### src/logic/invaders_pkg.sv
package invaders_pkg;

	//////////////////////////////////////////////////
	// coordinates and colours
	//////////////////////////////////////////////////

	localparam int COORD_W = 10;

	// one screen coordinate, plus one spare bit for sums
	typedef logic [COORD_W-1:0] coord_t;
	typedef logic [COORD_W:0] coord_ext_t;

	// colour byte is blue | green | red
	typedef logic [7:0] color_t;

	// visible area
	localparam coord_t SCREEN_W = 10'd640;
	localparam coord_t SCREEN_H = 10'd480;

	localparam color_t COLOR_ALIEN = 8'b10101010;
	localparam color_t COLOR_SPACE = 8'b00000000;
	localparam color_t COLOR_RED = 8'b00000111;
	localparam color_t COLOR_BLUE = 8'b11000000;
	localparam color_t COLOR_GREEN = 8'b00111000;
	// flat start screen
	localparam color_t COLOR_YELLOW = 8'b00111111;

	// border rows
	localparam coord_t SCOREBOARD_TOP = 10'd0;
	localparam coord_t SCOREBOARD_BOTTOM = 10'd40;
	localparam coord_t BARRIER_TOP = 10'd340;
	localparam coord_t BARRIER_BOTTOM = 10'd400;
	localparam coord_t EXTRA_LIVES_TOP = 10'd460;

	//////////////////////////////////////////////////
	// alien formation
	//////////////////////////////////////////////////

	localparam coord_t ALIEN_COUNT = 10'd11;
	localparam coord_t ALIEN_PITCH = 10'd50;
	localparam coord_t ALIEN_W = 10'd30;
	localparam coord_t ALIEN_H = 10'd20;
	localparam coord_t START_X = 10'd70;
	localparam coord_t START_Y = 10'd90;
	localparam coord_t STEP_X = 10'd10;
	localparam coord_t STEP_Y = 10'd10;

	// whole row width incl. the gap after the last alien
	localparam coord_t ROW_SPAN = 10'd550;
	// origin to right edge of the last alien
	localparam coord_t RIGHT_REACH = 10'd530;

	//////////////////////////////////////////////////
	// types
	//////////////////////////////////////////////////

	typedef struct packed {
		coord_t x;
		coord_t y;
	} pixel_t;

	typedef enum logic [1:0] {MODE_BLANK, MODE_START, MODE_GAME} screen_mode_t;

	typedef enum logic [1:0] {MARCH_RIGHT, MARCH_LEFT, LANDED} march_state_t;

	// top-left corner of alien 0
	typedef struct packed {
		coord_t x;
		coord_t y;
	} formation_t;

endpackage

### src/logic/pixel_intake.sv
module pixel_intake (
	input  logic clk,
	input  logic rst,
	input  logic button_display,
	input  logic in_valid,
	output logic in_ready,
	input  invaders_pkg::pixel_t in_pix,
	output logic stage_valid,
	input  logic stage_ready,
	output invaders_pkg::pixel_t stage_pix,
	output invaders_pkg::screen_mode_t stage_mode,
	output logic frame_start,
	output logic reform
);

	logic button_prev;
	logic button_rise;
	logic take;
	logic drain;
	invaders_pkg::screen_mode_t mode;

	//////////////////////////////////////////////////
	// button edge and screen mode
	//////////////////////////////////////////////////

	assign button_rise = button_display & ~button_prev;

	// edge seen now, pulse out next cycle
	always_ff @(posedge clk or posedge rst) begin
		if (rst) begin
			button_prev <= 1'b0;
			reform <= 1'b0;
		end else begin
			button_prev <= button_display;
			reform <= button_rise;
		end
	end

	// blank -> start -> game -> blank
	always_ff @(posedge clk or posedge rst) begin
		if (rst) begin
			mode <= invaders_pkg::MODE_BLANK;
		end else if (reform) begin
			case (mode)
				invaders_pkg::MODE_BLANK: mode <= invaders_pkg::MODE_START;
				invaders_pkg::MODE_START: mode <= invaders_pkg::MODE_GAME;
				default: mode <= invaders_pkg::MODE_BLANK;
			endcase
		end
	end

	//////////////////////////////////////////////////
	// one-entry skid register
	//////////////////////////////////////////////////

	// open when empty or emptying this cycle
	assign in_ready = ~stage_valid | stage_ready;
	assign take = in_valid & in_ready;
	assign drain = stage_valid & stage_ready;

	always_ff @(posedge clk or posedge rst) begin
		if (rst) begin
			stage_valid <= 1'b0;
		end else if (take) begin
			stage_valid <= 1'b1;
		end else if (drain) begin
			stage_valid <= 1'b0;
		end
	end

	// mode travels with its pixel
	always_ff @(posedge clk) begin
		if (take) begin
			stage_pix <= in_pix;
			stage_mode <= mode;
		end
	end

	// frame start fires as (0,0) moves on to compose,
	// so that pixel still sees the old origin even when stalled
	assign frame_start = drain && (stage_pix == '0) && (stage_mode == invaders_pkg::MODE_GAME);

	// held pixel must not change while compose is full
	assert property (@(posedge clk) disable iff (rst)
		stage_valid && !stage_ready |=> stage_valid && $stable(stage_pix) && $stable(stage_mode));

endmodule

### src/logic/formation_ctrl.sv
module formation_ctrl (
	input  logic clk,
	input  logic rst,
	input  logic frame_start,
	input  logic reform,
	output invaders_pkg::formation_t formation
);

	invaders_pkg::march_state_t state;
	invaders_pkg::march_state_t state_nxt;
	invaders_pkg::formation_t origin;
	invaders_pkg::formation_t origin_nxt;
	invaders_pkg::coord_ext_t reach_next;
	invaders_pkg::coord_ext_t drop_bottom;
	logic at_right;
	logic at_left;
	logic step_down;

	//////////////////////////////////////////////////
	// edge tests
	//////////////////////////////////////////////////

	// right edge of last alien after one more step right
	assign reach_next = invaders_pkg::coord_ext_t'(origin.x)
		+ invaders_pkg::coord_ext_t'(invaders_pkg::RIGHT_REACH)
		+ invaders_pkg::coord_ext_t'(invaders_pkg::STEP_X);
	assign at_right = reach_next > invaders_pkg::coord_ext_t'(invaders_pkg::SCREEN_W);

	// no room for another step left
	assign at_left = origin.x < invaders_pkg::STEP_X;

	// row bottom after a step down
	assign drop_bottom = invaders_pkg::coord_ext_t'(origin.y)
		+ invaders_pkg::coord_ext_t'(invaders_pkg::STEP_Y)
		+ invaders_pkg::coord_ext_t'(invaders_pkg::ALIEN_H);

	//////////////////////////////////////////////////
	// march FSM
	//////////////////////////////////////////////////

	always_comb begin
		state_nxt = state;
		origin_nxt = origin;
		step_down = 1'b0;
		if (reform) begin
			// re-form at the start corner
			state_nxt = invaders_pkg::MARCH_RIGHT;
			origin_nxt.x = invaders_pkg::START_X;
			origin_nxt.y = invaders_pkg::START_Y;
		end else if (frame_start) begin
			case (state)
				invaders_pkg::MARCH_RIGHT: begin
					if (at_right) begin
						step_down = 1'b1;
						state_nxt = invaders_pkg::MARCH_LEFT;
					end else begin
						origin_nxt.x = origin.x + invaders_pkg::STEP_X;
					end
				end
				invaders_pkg::MARCH_LEFT: begin
					if (at_left) begin
						step_down = 1'b1;
						state_nxt = invaders_pkg::MARCH_RIGHT;
					end else begin
						origin_nxt.x = origin.x - invaders_pkg::STEP_X;
					end
				end
				// landed, nothing moves until re-form
				default: begin
					state_nxt = invaders_pkg::LANDED;
				end
			endcase
			if (step_down) begin
				origin_nxt.y = origin.y + invaders_pkg::STEP_Y;
				// bottom touches the barrier line
				if (drop_bottom >= invaders_pkg::coord_ext_t'(invaders_pkg::BARRIER_TOP)) begin
					state_nxt = invaders_pkg::LANDED;
				end
			end
		end
	end

	always_ff @(posedge clk or posedge rst) begin
		if (rst) begin
			state <= invaders_pkg::MARCH_RIGHT;
			origin.x <= invaders_pkg::START_X;
			origin.y <= invaders_pkg::START_Y;
		end else begin
			state <= state_nxt;
			origin <= origin_nxt;
		end
	end

	assign formation = origin;

	// last alien stays inside the visible area
	assert property (@(posedge clk) disable iff (rst)
		invaders_pkg::coord_ext_t'(formation.x)
		+ invaders_pkg::coord_ext_t'(invaders_pkg::RIGHT_REACH)
		<= invaders_pkg::coord_ext_t'(invaders_pkg::SCREEN_W));

endmodule

### src/logic/sprite_match.sv
module sprite_match (
	input  invaders_pkg::pixel_t pix,
	input  invaders_pkg::formation_t formation,
	output logic is_alien
);

	invaders_pkg::coord_t dx;
	invaders_pkg::coord_t col_idx;
	invaders_pkg::coord_t col_x;
	invaders_pkg::coord_ext_t row_end;
	logic right_of_origin;
	logic in_row_span;
	logic in_body;
	logic in_band;

	//////////////////////////////////////////////////
	// horizontal test
	//////////////////////////////////////////////////

	// offset only counts when the pixel is at or past the origin
	assign right_of_origin = pix.x >= formation.x;
	assign dx = pix.x - formation.x;
	assign in_row_span = right_of_origin && (dx < invaders_pkg::ROW_SPAN);

	// which alien slot and where inside it
	assign col_idx = dx / invaders_pkg::ALIEN_PITCH;
	assign col_x = dx - col_idx * invaders_pkg::ALIEN_PITCH;

	// gap between aliens is the tail of each pitch
	assign in_body = col_x < invaders_pkg::ALIEN_W;

	//////////////////////////////////////////////////
	// vertical test
	//////////////////////////////////////////////////

	// wide sum so origin y near the bottom cannot wrap
	assign row_end = invaders_pkg::coord_ext_t'(formation.y)
		+ invaders_pkg::coord_ext_t'(invaders_pkg::ALIEN_H);

	assign in_band = (pix.y >= formation.y)
		&& (invaders_pkg::coord_ext_t'(pix.y) < row_end);

	// every alien alive and all share one shape
	assign is_alien = in_row_span && in_body && in_band;

endmodule

### src/logic/pixel_compose.sv
module pixel_compose (
	input  logic clk,
	input  logic rst,
	input  logic stage_valid,
	output logic stage_ready,
	input  invaders_pkg::pixel_t stage_pix,
	input  invaders_pkg::screen_mode_t stage_mode,
	input  logic is_alien,
	output logic out_valid,
	input  logic out_ready,
	output invaders_pkg::color_t out_rgb
);

	invaders_pkg::color_t color;
	logic on_screen;
	logic score_row;
	logic barrier_row;
	logic lives_row;
	logic load;

	//////////////////////////////////////////////////
	// row and area decode
	//////////////////////////////////////////////////

	assign on_screen = (stage_pix.x < invaders_pkg::SCREEN_W)
		&& (stage_pix.y < invaders_pkg::SCREEN_H);

	assign score_row = (stage_pix.y == invaders_pkg::SCOREBOARD_TOP)
		|| (stage_pix.y == invaders_pkg::SCOREBOARD_BOTTOM);
	assign barrier_row = (stage_pix.y == invaders_pkg::BARRIER_TOP)
		|| (stage_pix.y == invaders_pkg::BARRIER_BOTTOM);
	assign lives_row = stage_pix.y == invaders_pkg::EXTRA_LIVES_TOP;

	//////////////////////////////////////////////////
	// priority paint
	//////////////////////////////////////////////////

	always_comb begin
		color = invaders_pkg::COLOR_SPACE;
		if (on_screen) begin
			case (stage_mode)
				invaders_pkg::MODE_START: color = invaders_pkg::COLOR_YELLOW;
				invaders_pkg::MODE_GAME: begin
					// borders first, then aliens, then space
					if (score_row) begin
						color = invaders_pkg::COLOR_RED;
					end else if (barrier_row) begin
						color = invaders_pkg::COLOR_BLUE;
					end else if (lives_row) begin
						color = invaders_pkg::COLOR_GREEN;
					end else if (is_alien) begin
						color = invaders_pkg::COLOR_ALIEN;
					end
				end
				// blank screen stays space
				default: color = invaders_pkg::COLOR_SPACE;
			endcase
		end
	end

	//////////////////////////////////////////////////
	// output register
	//////////////////////////////////////////////////

	// take a new colour when empty or being read
	assign stage_ready = ~out_valid | out_ready;
	assign load = stage_valid & stage_ready;

	always_ff @(posedge clk or posedge rst) begin
		if (rst) begin
			out_valid <= 1'b0;
		end else if (load) begin
			out_valid <= 1'b1;
		end else if (out_ready) begin
			out_valid <= 1'b0;
		end
	end

	always_ff @(posedge clk) begin
		if (load) begin
			out_rgb <= color;
		end
	end

	// stalled output holds its colour
	assert property (@(posedge clk) disable iff (rst)
		out_valid && !out_ready |=> out_valid && $stable(out_rgb));

endmodule

### src/logic/invaders_top.sv
module invaders_top (
	input  logic clk,
	input  logic rst,
	input  logic button_display,
	input  logic in_valid,
	output logic in_ready,
	input  invaders_pkg::pixel_t in_pix,
	output logic out_valid,
	input  logic out_ready,
	output invaders_pkg::color_t out_rgb
);

	// intake to compose
	logic stage_valid;
	logic stage_ready;
	invaders_pkg::pixel_t stage_pix;
	invaders_pkg::screen_mode_t stage_mode;

	// formation control
	logic frame_start;
	logic reform;
	invaders_pkg::formation_t formation;
	logic is_alien;

	//////////////////////////////////////////////////
	// input side
	//////////////////////////////////////////////////

	pixel_intake u_intake (
		.clk(clk),
		.rst(rst),
		.button_display(button_display),
		.in_valid(in_valid),
		.in_ready(in_ready),
		.in_pix(in_pix),
		.stage_valid(stage_valid),
		.stage_ready(stage_ready),
		.stage_pix(stage_pix),
		.stage_mode(stage_mode),
		.frame_start(frame_start),
		.reform(reform)
	);

	//////////////////////////////////////////////////
	// aliens
	//////////////////////////////////////////////////

	formation_ctrl u_formation (
		.clk(clk),
		.rst(rst),
		.frame_start(frame_start),
		.reform(reform),
		.formation(formation)
	);

	// hit test on the pixel waiting in the intake register
	sprite_match u_match (
		.pix(stage_pix),
		.formation(formation),
		.is_alien(is_alien)
	);

	//////////////////////////////////////////////////
	// output side
	//////////////////////////////////////////////////

	pixel_compose u_compose (
		.clk(clk),
		.rst(rst),
		.stage_valid(stage_valid),
		.stage_ready(stage_ready),
		.stage_pix(stage_pix),
		.stage_mode(stage_mode),
		.is_alien(is_alien),
		.out_valid(out_valid),
		.out_ready(out_ready),
		.out_rgb(out_rgb)
	);

endmodule

### config.mk
export PLATFORM = sky130hd
export DESIGN_NAME = invaders_top
export DESIGN_NICKNAME = d
export VERILOG_FILES = /design/src/logic/invaders_pkg.sv /design/src/logic/pixel_intake.sv /design/src/logic/formation_ctrl.sv /design/src/logic/sprite_match.sv /design/src/logic/pixel_compose.sv /design/src/logic/invaders_top.sv
export SDC_FILE = /design/constraint.sdc
export NUM_CORES = 1
export LEC_CHECK = 0
export ABC_AREA = 1
export ABC_CLOCK_PERIOD_IN_PS = 6570
export BUFFER_PORTS_ARGS = -buffer_cell sky130_fd_sc_hd__buf_4
export CAP_MARGIN = 30
export CELL_PAD_IN_SITES_DETAIL_PLACEMENT = 0
export CELL_PAD_IN_SITES_GLOBAL_PLACEMENT = 1
export CORE_MARGIN = 2
export CORE_UTILIZATION = 40
export CTS_BUF_LIST = sky130_fd_sc_hd__clkbuf_4
export DETAILED_ROUTE_END_ITERATION = 12
export PLACE_DENSITY = 0.78
export SYNTH_ARGS = -nofsm -noshare
export SYNTH_HDL_FRONTEND = slang
export SYNTH_SLANG_ARGS = --single-unit
### constraint.sdc
create_clock -name clk -period 6.57 [get_ports clk]
set_input_delay 0.657 -clock clk [delete_from_list [all_inputs] [get_ports clk]]
set_output_delay 0.657 -clock clk [all_outputs]
set_load 0.05 [all_outputs]
# Yosys cells after proc, flatten, opt, wreduce, memory -nomap -nowiden
# Cells that the tools add are included.
# totals
wordCells,100
output_inout_bits,10
input_bits,25
reg_bits,58
# op_classes
add_sub_neg,10
bitwise_logic,8
muxes,28
n_mul,1
eq_ne,10
n_lt_le_gt_ge,10
n_reduce_logical,20
div_mod_pow,1
# ops
op,n
20-bit 2-to-1 mux,2
8-bit 2-to-1 mux,4
"10-bit by 9-bit equality test with 1-bit output, second input constant",3
10-bit 2-to-1 mux,3
"10-bit by 4-bit adder with 10-bit output, second input constant",2
10-bit >= comparator,2
20-bit logical NOT,1
"10-bit less-than comparator, second input constant",2
10-bit one-hot mux with 2 select lines,1
10-bit subtractor,2
8-bit one-hot mux with 2 select lines,1
2-bit 2-to-1 mux,6
"10-bit by 10-bit adder with 11-bit output, second input constant",1
"10-bit by 4-bit adder with 11-bit output, second input constant",1
"10-bit by 5-bit adder with 11-bit output, second input constant",1
"11-bit by 4-bit adder with 11-bit output, second input constant",1
"11-bit by 5-bit adder with 11-bit output, second input constant",1
"11-bit by 9-bit >= comparator with 1-bit output, second input constant",1
"11-bit by 10-bit > comparator with 1-bit output, second input constant",1
10-bit by 11-bit less-than comparator with 1-bit output,1
"10-bit by 6-bit divider with 10-bit output, second input constant",1
"10-bit by 6-bit equality test with 1-bit output, second input constant",1
10-bit logical NOT,1
"10-bit by 4-bit less-than comparator with 1-bit output, second input constant",1
other kinds (20),47

# Logic depth before layout (Yosys ltp)
# Gate-level depths: netlist (run 1).
# depth
ltp_word,12
depth_mapped,50
depth_no_buf,50

# By module
# Synthesis (run 1) repeated with hierarchy kept, for this count alone.
# hier_totals
hier_cells,792
area_unflattened_um2,5736.8
# modules_own_cells
mod,n_inst,area_per_inst_um2,cells_each,seq_area_each_um2
sprite_match,1,2459.9,398,0.0
formation_ctrl,1,1721.7,236,509.2
pixel_intake,1,935.9,64,785.8
pixel_compose,1,619.3,94,205.2

# Worst setup path before layout (run 1)
# OpenSTA, ideal clock, no wires.
# synth_timing
path_type,reg-to-reg
from,register u_formation.origin (netlist bit u_formation.formation[11])
to,"register u_compose.out_rgb[7], data pin"
setup_time_ns,0.146
period_less_slack_ns,6.485
required_time_ns,6.424
arrival_ns,6.339
stages_incl_launch_ff,49
setup_slack_ns,0.085
n_path_buf,0
path_cell_list,dfstp_2 > inv_1 > fa_1 > nand2_1 > nand2_1 > nand3_1 > nand2_1 > nand2_1 > nand2_2 > ha_1 > nand4_1 > nand2_1 > nor2_4 > nand2_2 > nand2_4 > nand2_4 > nand2_2 > nand2_2 > [13 not listed] > nand2_1 > nand2_1 > nand2_1 > ha_1 > ha_1 > ha_1 > fa_1 > inv_1 > ha_1 > inv_1 > o21bai_1 > nand2_1 > nand2_1 > a21oi_1 > xor2_1 > nor4_1 > nand3_1 > a21oi_1
# synth_between
elab_chain_cells,12
word_cells_on_any_way,15
classes_between,2 x add/sub; 1 x mul; 1 x div; 3 x order compare; 5 x mux; 3 x reduce/logical
# synth_rtl
item,line,source
"start, declared",formation_ctrl.sv:11,invaders_pkg::formation_t origin;
"start signal, assigned",formation_ctrl.sv:90,origin <= origin_nxt;
10-bit subtractor,sprite_match.sv:22,assign dx = pix.x - formation.x;
10-bit by 6-bit divider with 10-bit output,sprite_match.sv:26,assign col_idx = dx / invaders_pkg::ALIEN_PITCH;
10-bit by 5-bit multiplier with 9-bit output,sprite_match.sv:27,assign col_x = dx - col_idx * invaders_pkg::ALIEN_PITCH;
10-bit subtractor,sprite_match.sv:27,
10-bit by 5-bit less-than comparator with 1-bit output,sprite_match.sv:30,assign in_body = col_x < invaders_pkg::ALIEN_W;
1-bit logical AND * (2 in a row),sprite_match.sv:44,assign is_alien = in_row_span && in_body && in_band;
8-bit 2-to-1 mux *,pixel_compose.sv:51,end else if (is_alien) begin
8-bit 2-to-1 mux *,pixel_compose.sv:49,end else if (lives_row) begin
8-bit 2-to-1 mux *,pixel_compose.sv:47,end else if (barrier_row) begin
8-bit 2-to-1 mux *,pixel_compose.sv:45,if (score_row) begin
8-bit one-hot mux with 2 select lines *,pixel_compose.sv:41,case (stage_mode)
"end signal, assigned",pixel_compose.sv:81,out_rgb <= color;
"end, declared",pixel_compose.sv:11,output invaders_pkg::color_t out_rgb
# Every way passes the cells marked *; elsewhere a longest branch is shown, timed or not.
# A chain may end at the register's enable or synchronous reset.

# Worst setup path after layout (run 1)
# layout_timing
from,register u_formation.origin (netlist bit u_formation.formation[11])
to,"register u_compose.out_rgb[1], data pin"
# The elaborated chain is that of the path after synthesis.

==> results.sh, run 1 <==
export IMPL_antenna_found_initial=0
export IMPL_yosys_area_share_xor_xnor=0.0524
export IMPL_p_total_mw=2.82
export IMPL_worstPathRequired_ns=6.82
export IMPL_synth_simple_area_share=0.263
export IMPL_detail_route_antenna_nets=0
export IMPL_area_growth_pct=23.3
export IMPL_dp_hpwl_um=9150
export IMPL_worstReg2RegStart="u_formation.formation[11]"
export IMPL_pwr_share_clk=0.053
export IMPL_cts_buffer_depth=2
export IMPL_p_seq_frac=0.153
export IMPL_drive_gt1_frac=0.258
export IMPL_r2r_end="u_compose.out_rgb[1]"
export IMPL_synth_area_leader_cell="edfxtp_1"
export IMPL_critPathSlowestCell="dfstp_2"
export IMPL_synth_ff_type="edfxtp_1"
export IMPL_drtIter0Drc=164
export IMPL_ir_drop_mv=0.390
export IMPL_cts_tree="yes"
export IMPL_seq_area_frac_synth=0.309
export IMPL_dp_cells=822
export IMPL_multi_input_area_um2=3180
export IMPL_synth_top_family_by_area="simple AND/OR/NAND/NOR gates"
export IMPL_pwr_share_comb=0.794
export IMPL_crit_arrival_ns=6.72
export IMPL_vias=4310
export IMPL_worstPathMaxFanout=6
export IMPL_power_switching_mw=1.34
export IMPL_timing_fmax_mhz=155
export IMPL_cts_sinks=54
export IMPL_synth_warning_count=0
export IMPL_ctsHoldBuffers=0
export IMPL_drc=0
export IMPL_grt_pass1_wl_um=18300
export IMPL_rrSetupSlack_ns=0.10
export IMPL_powerDensity_nw_per_um2=472
export IMPL_ys_seq_elements=54
export IMPL_max_slew_margin=0.380
export IMPL_die_h_um=114
export IMPL_fillers=1156
export IMPL_p_int_mw=1.48
export IMPL_synth_compound_area_frac=0.116
export IMPL_numPortBuffers=34
export IMPL_fin_crit_ns=6.47
export IMPL_hold_violations=0
export IMPL_synth_commonest_cells="119 x nand2_1, 104 x inv_1, 59 x ha_1"
export IMPL_core_um2=11900
export IMPL_max_cap_violations=0
export IMPL_diodes=0
export IMPL_final_seq_area_um2=1500
export IMPL_status="completed"
export IMPL_post_drt_wl_per_cell_um=13.6
export IMPL_layoutNonFillerInstCount=855
export IMPL_netSwitchingFraction=0.474
export IMPL_ys_types=51
export IMPL_synthAdderAreaFrac=0.165
export IMPL_setup_tns_ns=0
export IMPL_die_x_um=114
export IMPL_p_leak_nw=2.89
export IMPL_fin_skew_ns=0.0168
export IMPL_crit_top_cell="nand2_2"
export IMPL_synth_edff_count=28
export IMPL_track_usage=0.174
export IMPL_gp_congestion=0.873
export IMPL_worstMarginPinSlew_ns=0.929
export IMPL_grt_pass1_vias=4139
export IMPL_cts_htree_levels=2
export IMPL_hold_path_class="input pin to async pin"
export IMPL_initial_utilization=0.407
export IMPL_r2r_worst_path_cells=45
export IMPL_io_pins=35
export IMPL_cts_root_buf="clkbuf_4"
export IMPL_crit_path_start_kind="flip-flop"
export IMPL_first_pass_iters=5
export IMPL_worstSetupPathType="flip-flop to flip-flop"
export IMPL_numCtsBuffers=5
export IMPL_synth_mux_area_frac=0.00206
export IMPL_critPathMaxStageDelay_ns=0.58
export IMPL_via_per_inst=5.04
export IMPL_grt_ovfl_total=0
export IMPL_grt_start_max_net_pins=23
export IMPL_synth_area_leaders="edfxtp_1 17%, ha_1 15%, dfrtp_1 9.8%"
export IMPL_worstSkewPairLatency_ns=0.39
export IMPL_async_reset_ff_frac=0.481
export IMPL_die_area_um2=13000
export IMPL_syn_cell_area_um2=4850
export IMPL_min_period_over_period=0.984
export IMPL_synth_top_cell_area_share=0.173
export IMPL_yosysMostFrequentCell="nand2_1"
export IMPL_setup_viol=0
export IMPL_setup_worst_path_end_class="flip-flop"
export IMPL_fin_nets=794
export IMPL_syn_nets=711
export IMPL_syn_avg_cell_area_um2=7.77
export IMPL_placementRows=40
export IMPL_clk_pin_slew_worst_paths_ns=0.16
export IMPL_finalWirelength_um=11600
export IMPL_syn_inst=624
export IMPL_rsz0062_at_grt="true"
export IMPL_maxSlewViolCount=0
export IMPL_critPathLaunch="u_formation.formation[11]"
[metal layers]
layer | global-route usage | wire length [µm] | share of wire
met5 | 0 | 0 | 0
met4 | 0.0488 | 276 | 0.024
met2 | 0.301 | 5690 | 0.49
met3 | 0.0217 | 260 | 0.022
met1 | 0.229 | 5390 | 0.46
[sequential cells by signal, indices dropped and copies added, names as in the netlist]
register,count
u_intake.mode,2
u_intake.reform,1
u_intake.stage_valid,1
u_compose.out_valid,1
u_intake.stage_mode,2
u_compose.out_rgb,6
u_formation.formation,18
u_intake.stage_pix,20
u_formation.state,2
u_intake.button_prev,1
[layout by cell type, fill, tap and decap left out, drive strengths merged]
master / instances
nand2: 140
nor3: 9
nand4: 10
mux2i: 1
a211oi: 1
nand3: 36
nor3b: 1
o21bai: 5
o21a: 1
conb: 1
a31oi: 2
xnor2: 5
clkbuf: 6
a21boi: 1
nand3b: 1
inv: 112
o22ai: 2
a21oi: 42
and2: 1
dfrtp: 19
a21o: 1
clkinv: 2
buf: 81
fa: 3
dfstp: 7
a221oi: 2
or4: 1
a311oi: 2
o31ai: 2
o211ai: 5
nor4: 10
or2: 4
xor2: 24
a31o: 2
nor2: 51
ha: 59
o21ai: 26
o32ai: 2
edfxtp: 28
[worst max-delay path: cells and delay by family (launching register included)]
| kind | cells | cell delay (ns) |
|---|---|---|
| simple gates | 26 | 2.64 |
| fa+ha+maj | 7 | 1.99 |
| flops | 1 | 0.58 |
| compound gates | 5 | 0.51 |
| buf+inv | 6 | 0.43 |
| xor+xnor | 1 | 0.14 |
[cell families after synthesis]
logic type,Yosys count
AOI/OAI and AO/OA,96
muxes,1
buffers and inverters,117
adders and majority gates,62
other,1
xor gates and xnor gates,29
DFF,54
and+or+nand+nor,264
[worst max-delay path by stage]
stage | endpoint | cells after the start
after floorplan | u_compose.out_rgb[7] | 48
after global placement | u_compose.out_rgb[7] | 44
after detailed placement | u_compose.out_rgb[1] | 44
after CTS | u_compose.out_rgb[1] | 47
after global routing | u_compose.out_rgb[1] | 46
final | u_compose.out_rgb[1] | 45
[power by group through the flow]
stage / combinational (mW) / sequential, mW / clock (mW)
4_1_cts: 1.67 / 0.430 / 0.159
6_report: 2.24 / 0.431 / 0.150
3_5_place_dp: 1.57 / 0.437 / 0
5_1_grt: 2.48 / 0.437 / 0.168
3_3_place_gp: 1.54 / 0.436 / 0
2_1_floorplan: 1.22 / 0.447 / 0
[timing repair]
item,in CTS,in global routing
resized for setup,14,47
pin swaps,13,25
setup buffers,8,17
setup endpoints to repair,3,3
[cell type report]
class	instances	area share
flip-flops and latches	54	0.251
clock inverters	2	0.00167
inverters	112	0.0720
repair buffers	81	0.106
multi-input cells	453	0.531
well taps	147	0.0308
clock buffers	6	0.00753
[metrics by stage]
| step | setup slack (ns) | instance area [µm²] | util | hold WS (ns) |
|---|---|---|---|---|
| after floorplan | 0.0854 | 4850 | - | 0.376 |
| after global placement | -0.0810 | 5420 | 0.455 | 0.384 |
| final | 0.102 | 5980 | 0.502 | 0.262 |
| after detailed placement | -0.183 | 5450 | 0.457 | 0.404 |
| after global routing | -0.299 | 5980 | 0.502 | 0.289 |
| after CTS | 0.00231 | 5620 | 0.471 | 0.265 |
(Power assumes the default switching activity.)
==> run 2, diff against run 1 <==
--- a/config.mk
+++ b/config.mk
@@ -11,11 +11,13 @@
 export CAP_MARGIN = 30
 export CELL_PAD_IN_SITES_DETAIL_PLACEMENT = 0
 export CELL_PAD_IN_SITES_GLOBAL_PLACEMENT = 1
+export CORE_ASPECT_RATIO = 1.25
 export CORE_MARGIN = 2
 export CORE_UTILIZATION = 40
 export CTS_BUF_LIST = sky130_fd_sc_hd__clkbuf_4
 export DETAILED_ROUTE_END_ITERATION = 12
 export PLACE_DENSITY = 0.78
+export REMOVE_ABC_BUFFERS = 1
 export SYNTH_ARGS = -nofsm -noshare
 export SYNTH_HDL_FRONTEND = slang
 export SYNTH_SLANG_ARGS = --single-unit
==> run 2 against run 1 <==
Effect of this change:
- clock skew is 0.014 ns higher
- final area grew 1.0%
- sequential share of layout area is 0.26 points lower
- count of clock-buffer cells in the layout shrank 1
- utilization is 0.18 points higher
- global-route usage is 0.97 points higher
- total power shrank 2.7%
- largest cell class unchanged
==> results.sh, run 2 (synthesized netlist as in run 1, its figures left out) <==
export IMPL_placementRows=45
export IMPL_cts_buffer_depth=2
export IMPL_track_usage=0.183
export IMPL_initial_utilization=0.404
export IMPL_setup_viol=0
export IMPL_dp_hpwl_um=9280
export IMPL_min_period_over_period=0.968
export IMPL_core_um2=12000
export IMPL_crit_buf_inv=5
export IMPL_worstSkewPairLatency_ns=0.41
export IMPL_ir_drop_mv=0.370
export IMPL_status="completed"
export IMPL_hold_violations=0
export IMPL_diodes=0
export IMPL_via_per_inst=5.00
export IMPL_max_slew_margin=0.375
export IMPL_dpl_cell_area_um2=5490
export IMPL_die_x_um=102
export IMPL_max_cap_violations=0
export IMPL_worstSetupPathType="flip-flop to flip-flop"
export IMPL_largest_reg_flops=20
export IMPL_numCtsBuffers=5
export IMPL_crit_arrival_ns=6.64
export IMPL_setup_worst_path_end_class="flip-flop"
export IMPL_drive_gt1_frac=0.268
export IMPL_grt_start_max_net_pins=24
export IMPL_drc=0
export IMPL_grt_pass1_vias=4245
export IMPL_cts_sinks=54
export IMPL_grt_pass1_wl_um=19200
export IMPL_fin_area_um2=6040
export IMPL_gp_congestion=0.878
export IMPL_clk_pin_slew_worst_paths_ns=0.18
export IMPL_worstReg2RegStart="u_formation.formation[11]"
export IMPL_maxSlewViolCount=0
export IMPL_powerDensity_nw_per_um2=454
export IMPL_cts_root_buf="clkbuf_4"
export IMPL_grt_ovfl_total=0
export IMPL_die_h_um=127
export IMPL_first_pass_iters=4
export IMPL_layoutNonFillerInstCount=877
export IMPL_crit_top_cell="nand2_2"
export IMPL_fin_nets=799
export IMPL_fin_crit_ns=6.36
export IMPL_antenna_found_initial=0
export IMPL_hold_path_class="input pin to async pin"
export IMPL_die_area_um2=13000
export IMPL_p_leak_nw=2.90
export IMPL_pre_cts_ws_ns=-0.261
export IMPL_dp_cells=842
export IMPL_area_growth_pct=24.6
export IMPL_critPathLaunch="u_formation.formation[11]"
export IMPL_finalWirelength_um=11700
export IMPL_critPathMaxStageDelay_ns=0.58
export IMPL_cpLargestDelayFamily="simple AND/OR/NAND/NOR gates"
export IMPL_final_common_cell="nand2_1"
export IMPL_worstPathMaxFanout=6
export IMPL_worstPathRequired_ns=6.85
export IMPL_vias=4389
export IMPL_utilization=0.504
export IMPL_fin_skew_ns=0.0306
export IMPL_fin_ws_ns=0.208
export IMPL_timing_fmax_mhz=157
export IMPL_critPathSlowestCell="dfstp_2"
export IMPL_rsz0062_at_grt="true"
export IMPL_detail_route_antenna_nets=0
export IMPL_layout_common_cells="104 x nand2_1, 93 x inv_1, 83 x buf_4"
export IMPL_worstMarginPinSlew_ns=0.936
export IMPL_io_pins=35
export IMPL_numPortBuffers=34
export IMPL_cts_tree="yes"
export IMPL_drtIter0Drc=223
export IMPL_post_drt_wl_per_cell_um=13.3
export IMPL_cts_htree_levels=2
export IMPL_top_register="u_intake.stage_pix"
export IMPL_crit_path_start_kind="flip-flop"
## run 2: routing by layer
layer / up-vias / share of wire / global-route usage / routed length [µm]
met1: 2071 / 0.42 / 0.218 / 4970
met4: 0 / 0.017 / 0.0525 / 197
met3: 17 / 0.023 / 0.0219 / 272
li1: 2236 / - / - / -
met5: - / 0 / 0 / 0
met2: 65 / 0.53 / 0.339 / 6250
## run 2: per-stage QoR
step / setup TNS (ns) / power, mW / hold WS, ns
3_5_place_dp: -0.671 / 2.03 / 0.388
3_3_place_gp: -0.152 / 1.98 / 0.383
6_report: 0 / 2.75 / 0.167
2_1_floorplan: 0 / 1.67 / 0.376
4_1_cts: 0 / 2.41 / 0.160
5_1_grt: -0.473 / 3.02 / 0.168
## run 2: final timing paths
kind / to / slack (ns) / cells after the start
min in group clk: u_intake.button_prev / 0.36 / 1
setup reg to reg: u_compose.out_rgb[1] / 0.21 / 44
hold / removal: u_formation.formation[13] / 0.17 / 2
hold reg to reg: u_intake.reform / 0.40 / 1
setup / recovery: u_compose.out_rgb[1] / 0.21 / 44
max in group asynchronous: u_formation.formation[16] / 5.97 / 3
## run 2: worst register-to-register path: cells and delay by family, from the launching register on
kind,cells,cell delay (ns)
XOR/XNOR,1,0.15
AO/OA/AOI/OAI,5,0.65
buffers and inverters,5,0.31
flip-flops,1,0.58
AND/OR/NAND/NOR,26,2.53
adder cells (fa/ha/maj),7,2.05
## run 2: layout make-up
cell class / instances / area [µm²]
timing repair buffer: 86 / 673
clock inverter: 3 / 47.5
multi-input combinational: 453 / 3150
fill: 1160 / 5950
inverter: 112 / 428
tap: 164 / 205
sequential: 54 / 1500
clock buffer: 5 / 37.5
## run 2: report_power, final
group	switching (mW)	total, mW	internal [mW]	leakage (nW)
Clock	0.116	0.198	0.0822	0.0458
Combinational	1.12	2.12	0.996	2.26
Sequential	0.0303	0.429	0.399	0.598
## run 2: repair_timing
item                                    CTS  global route
hold buffers                              0             0
endpoints found under the hold margin     0             0
setup buffers                            16            11
resized for setup                        22            38
endpoints found under the setup margin    3             3
pin swaps                                22            39
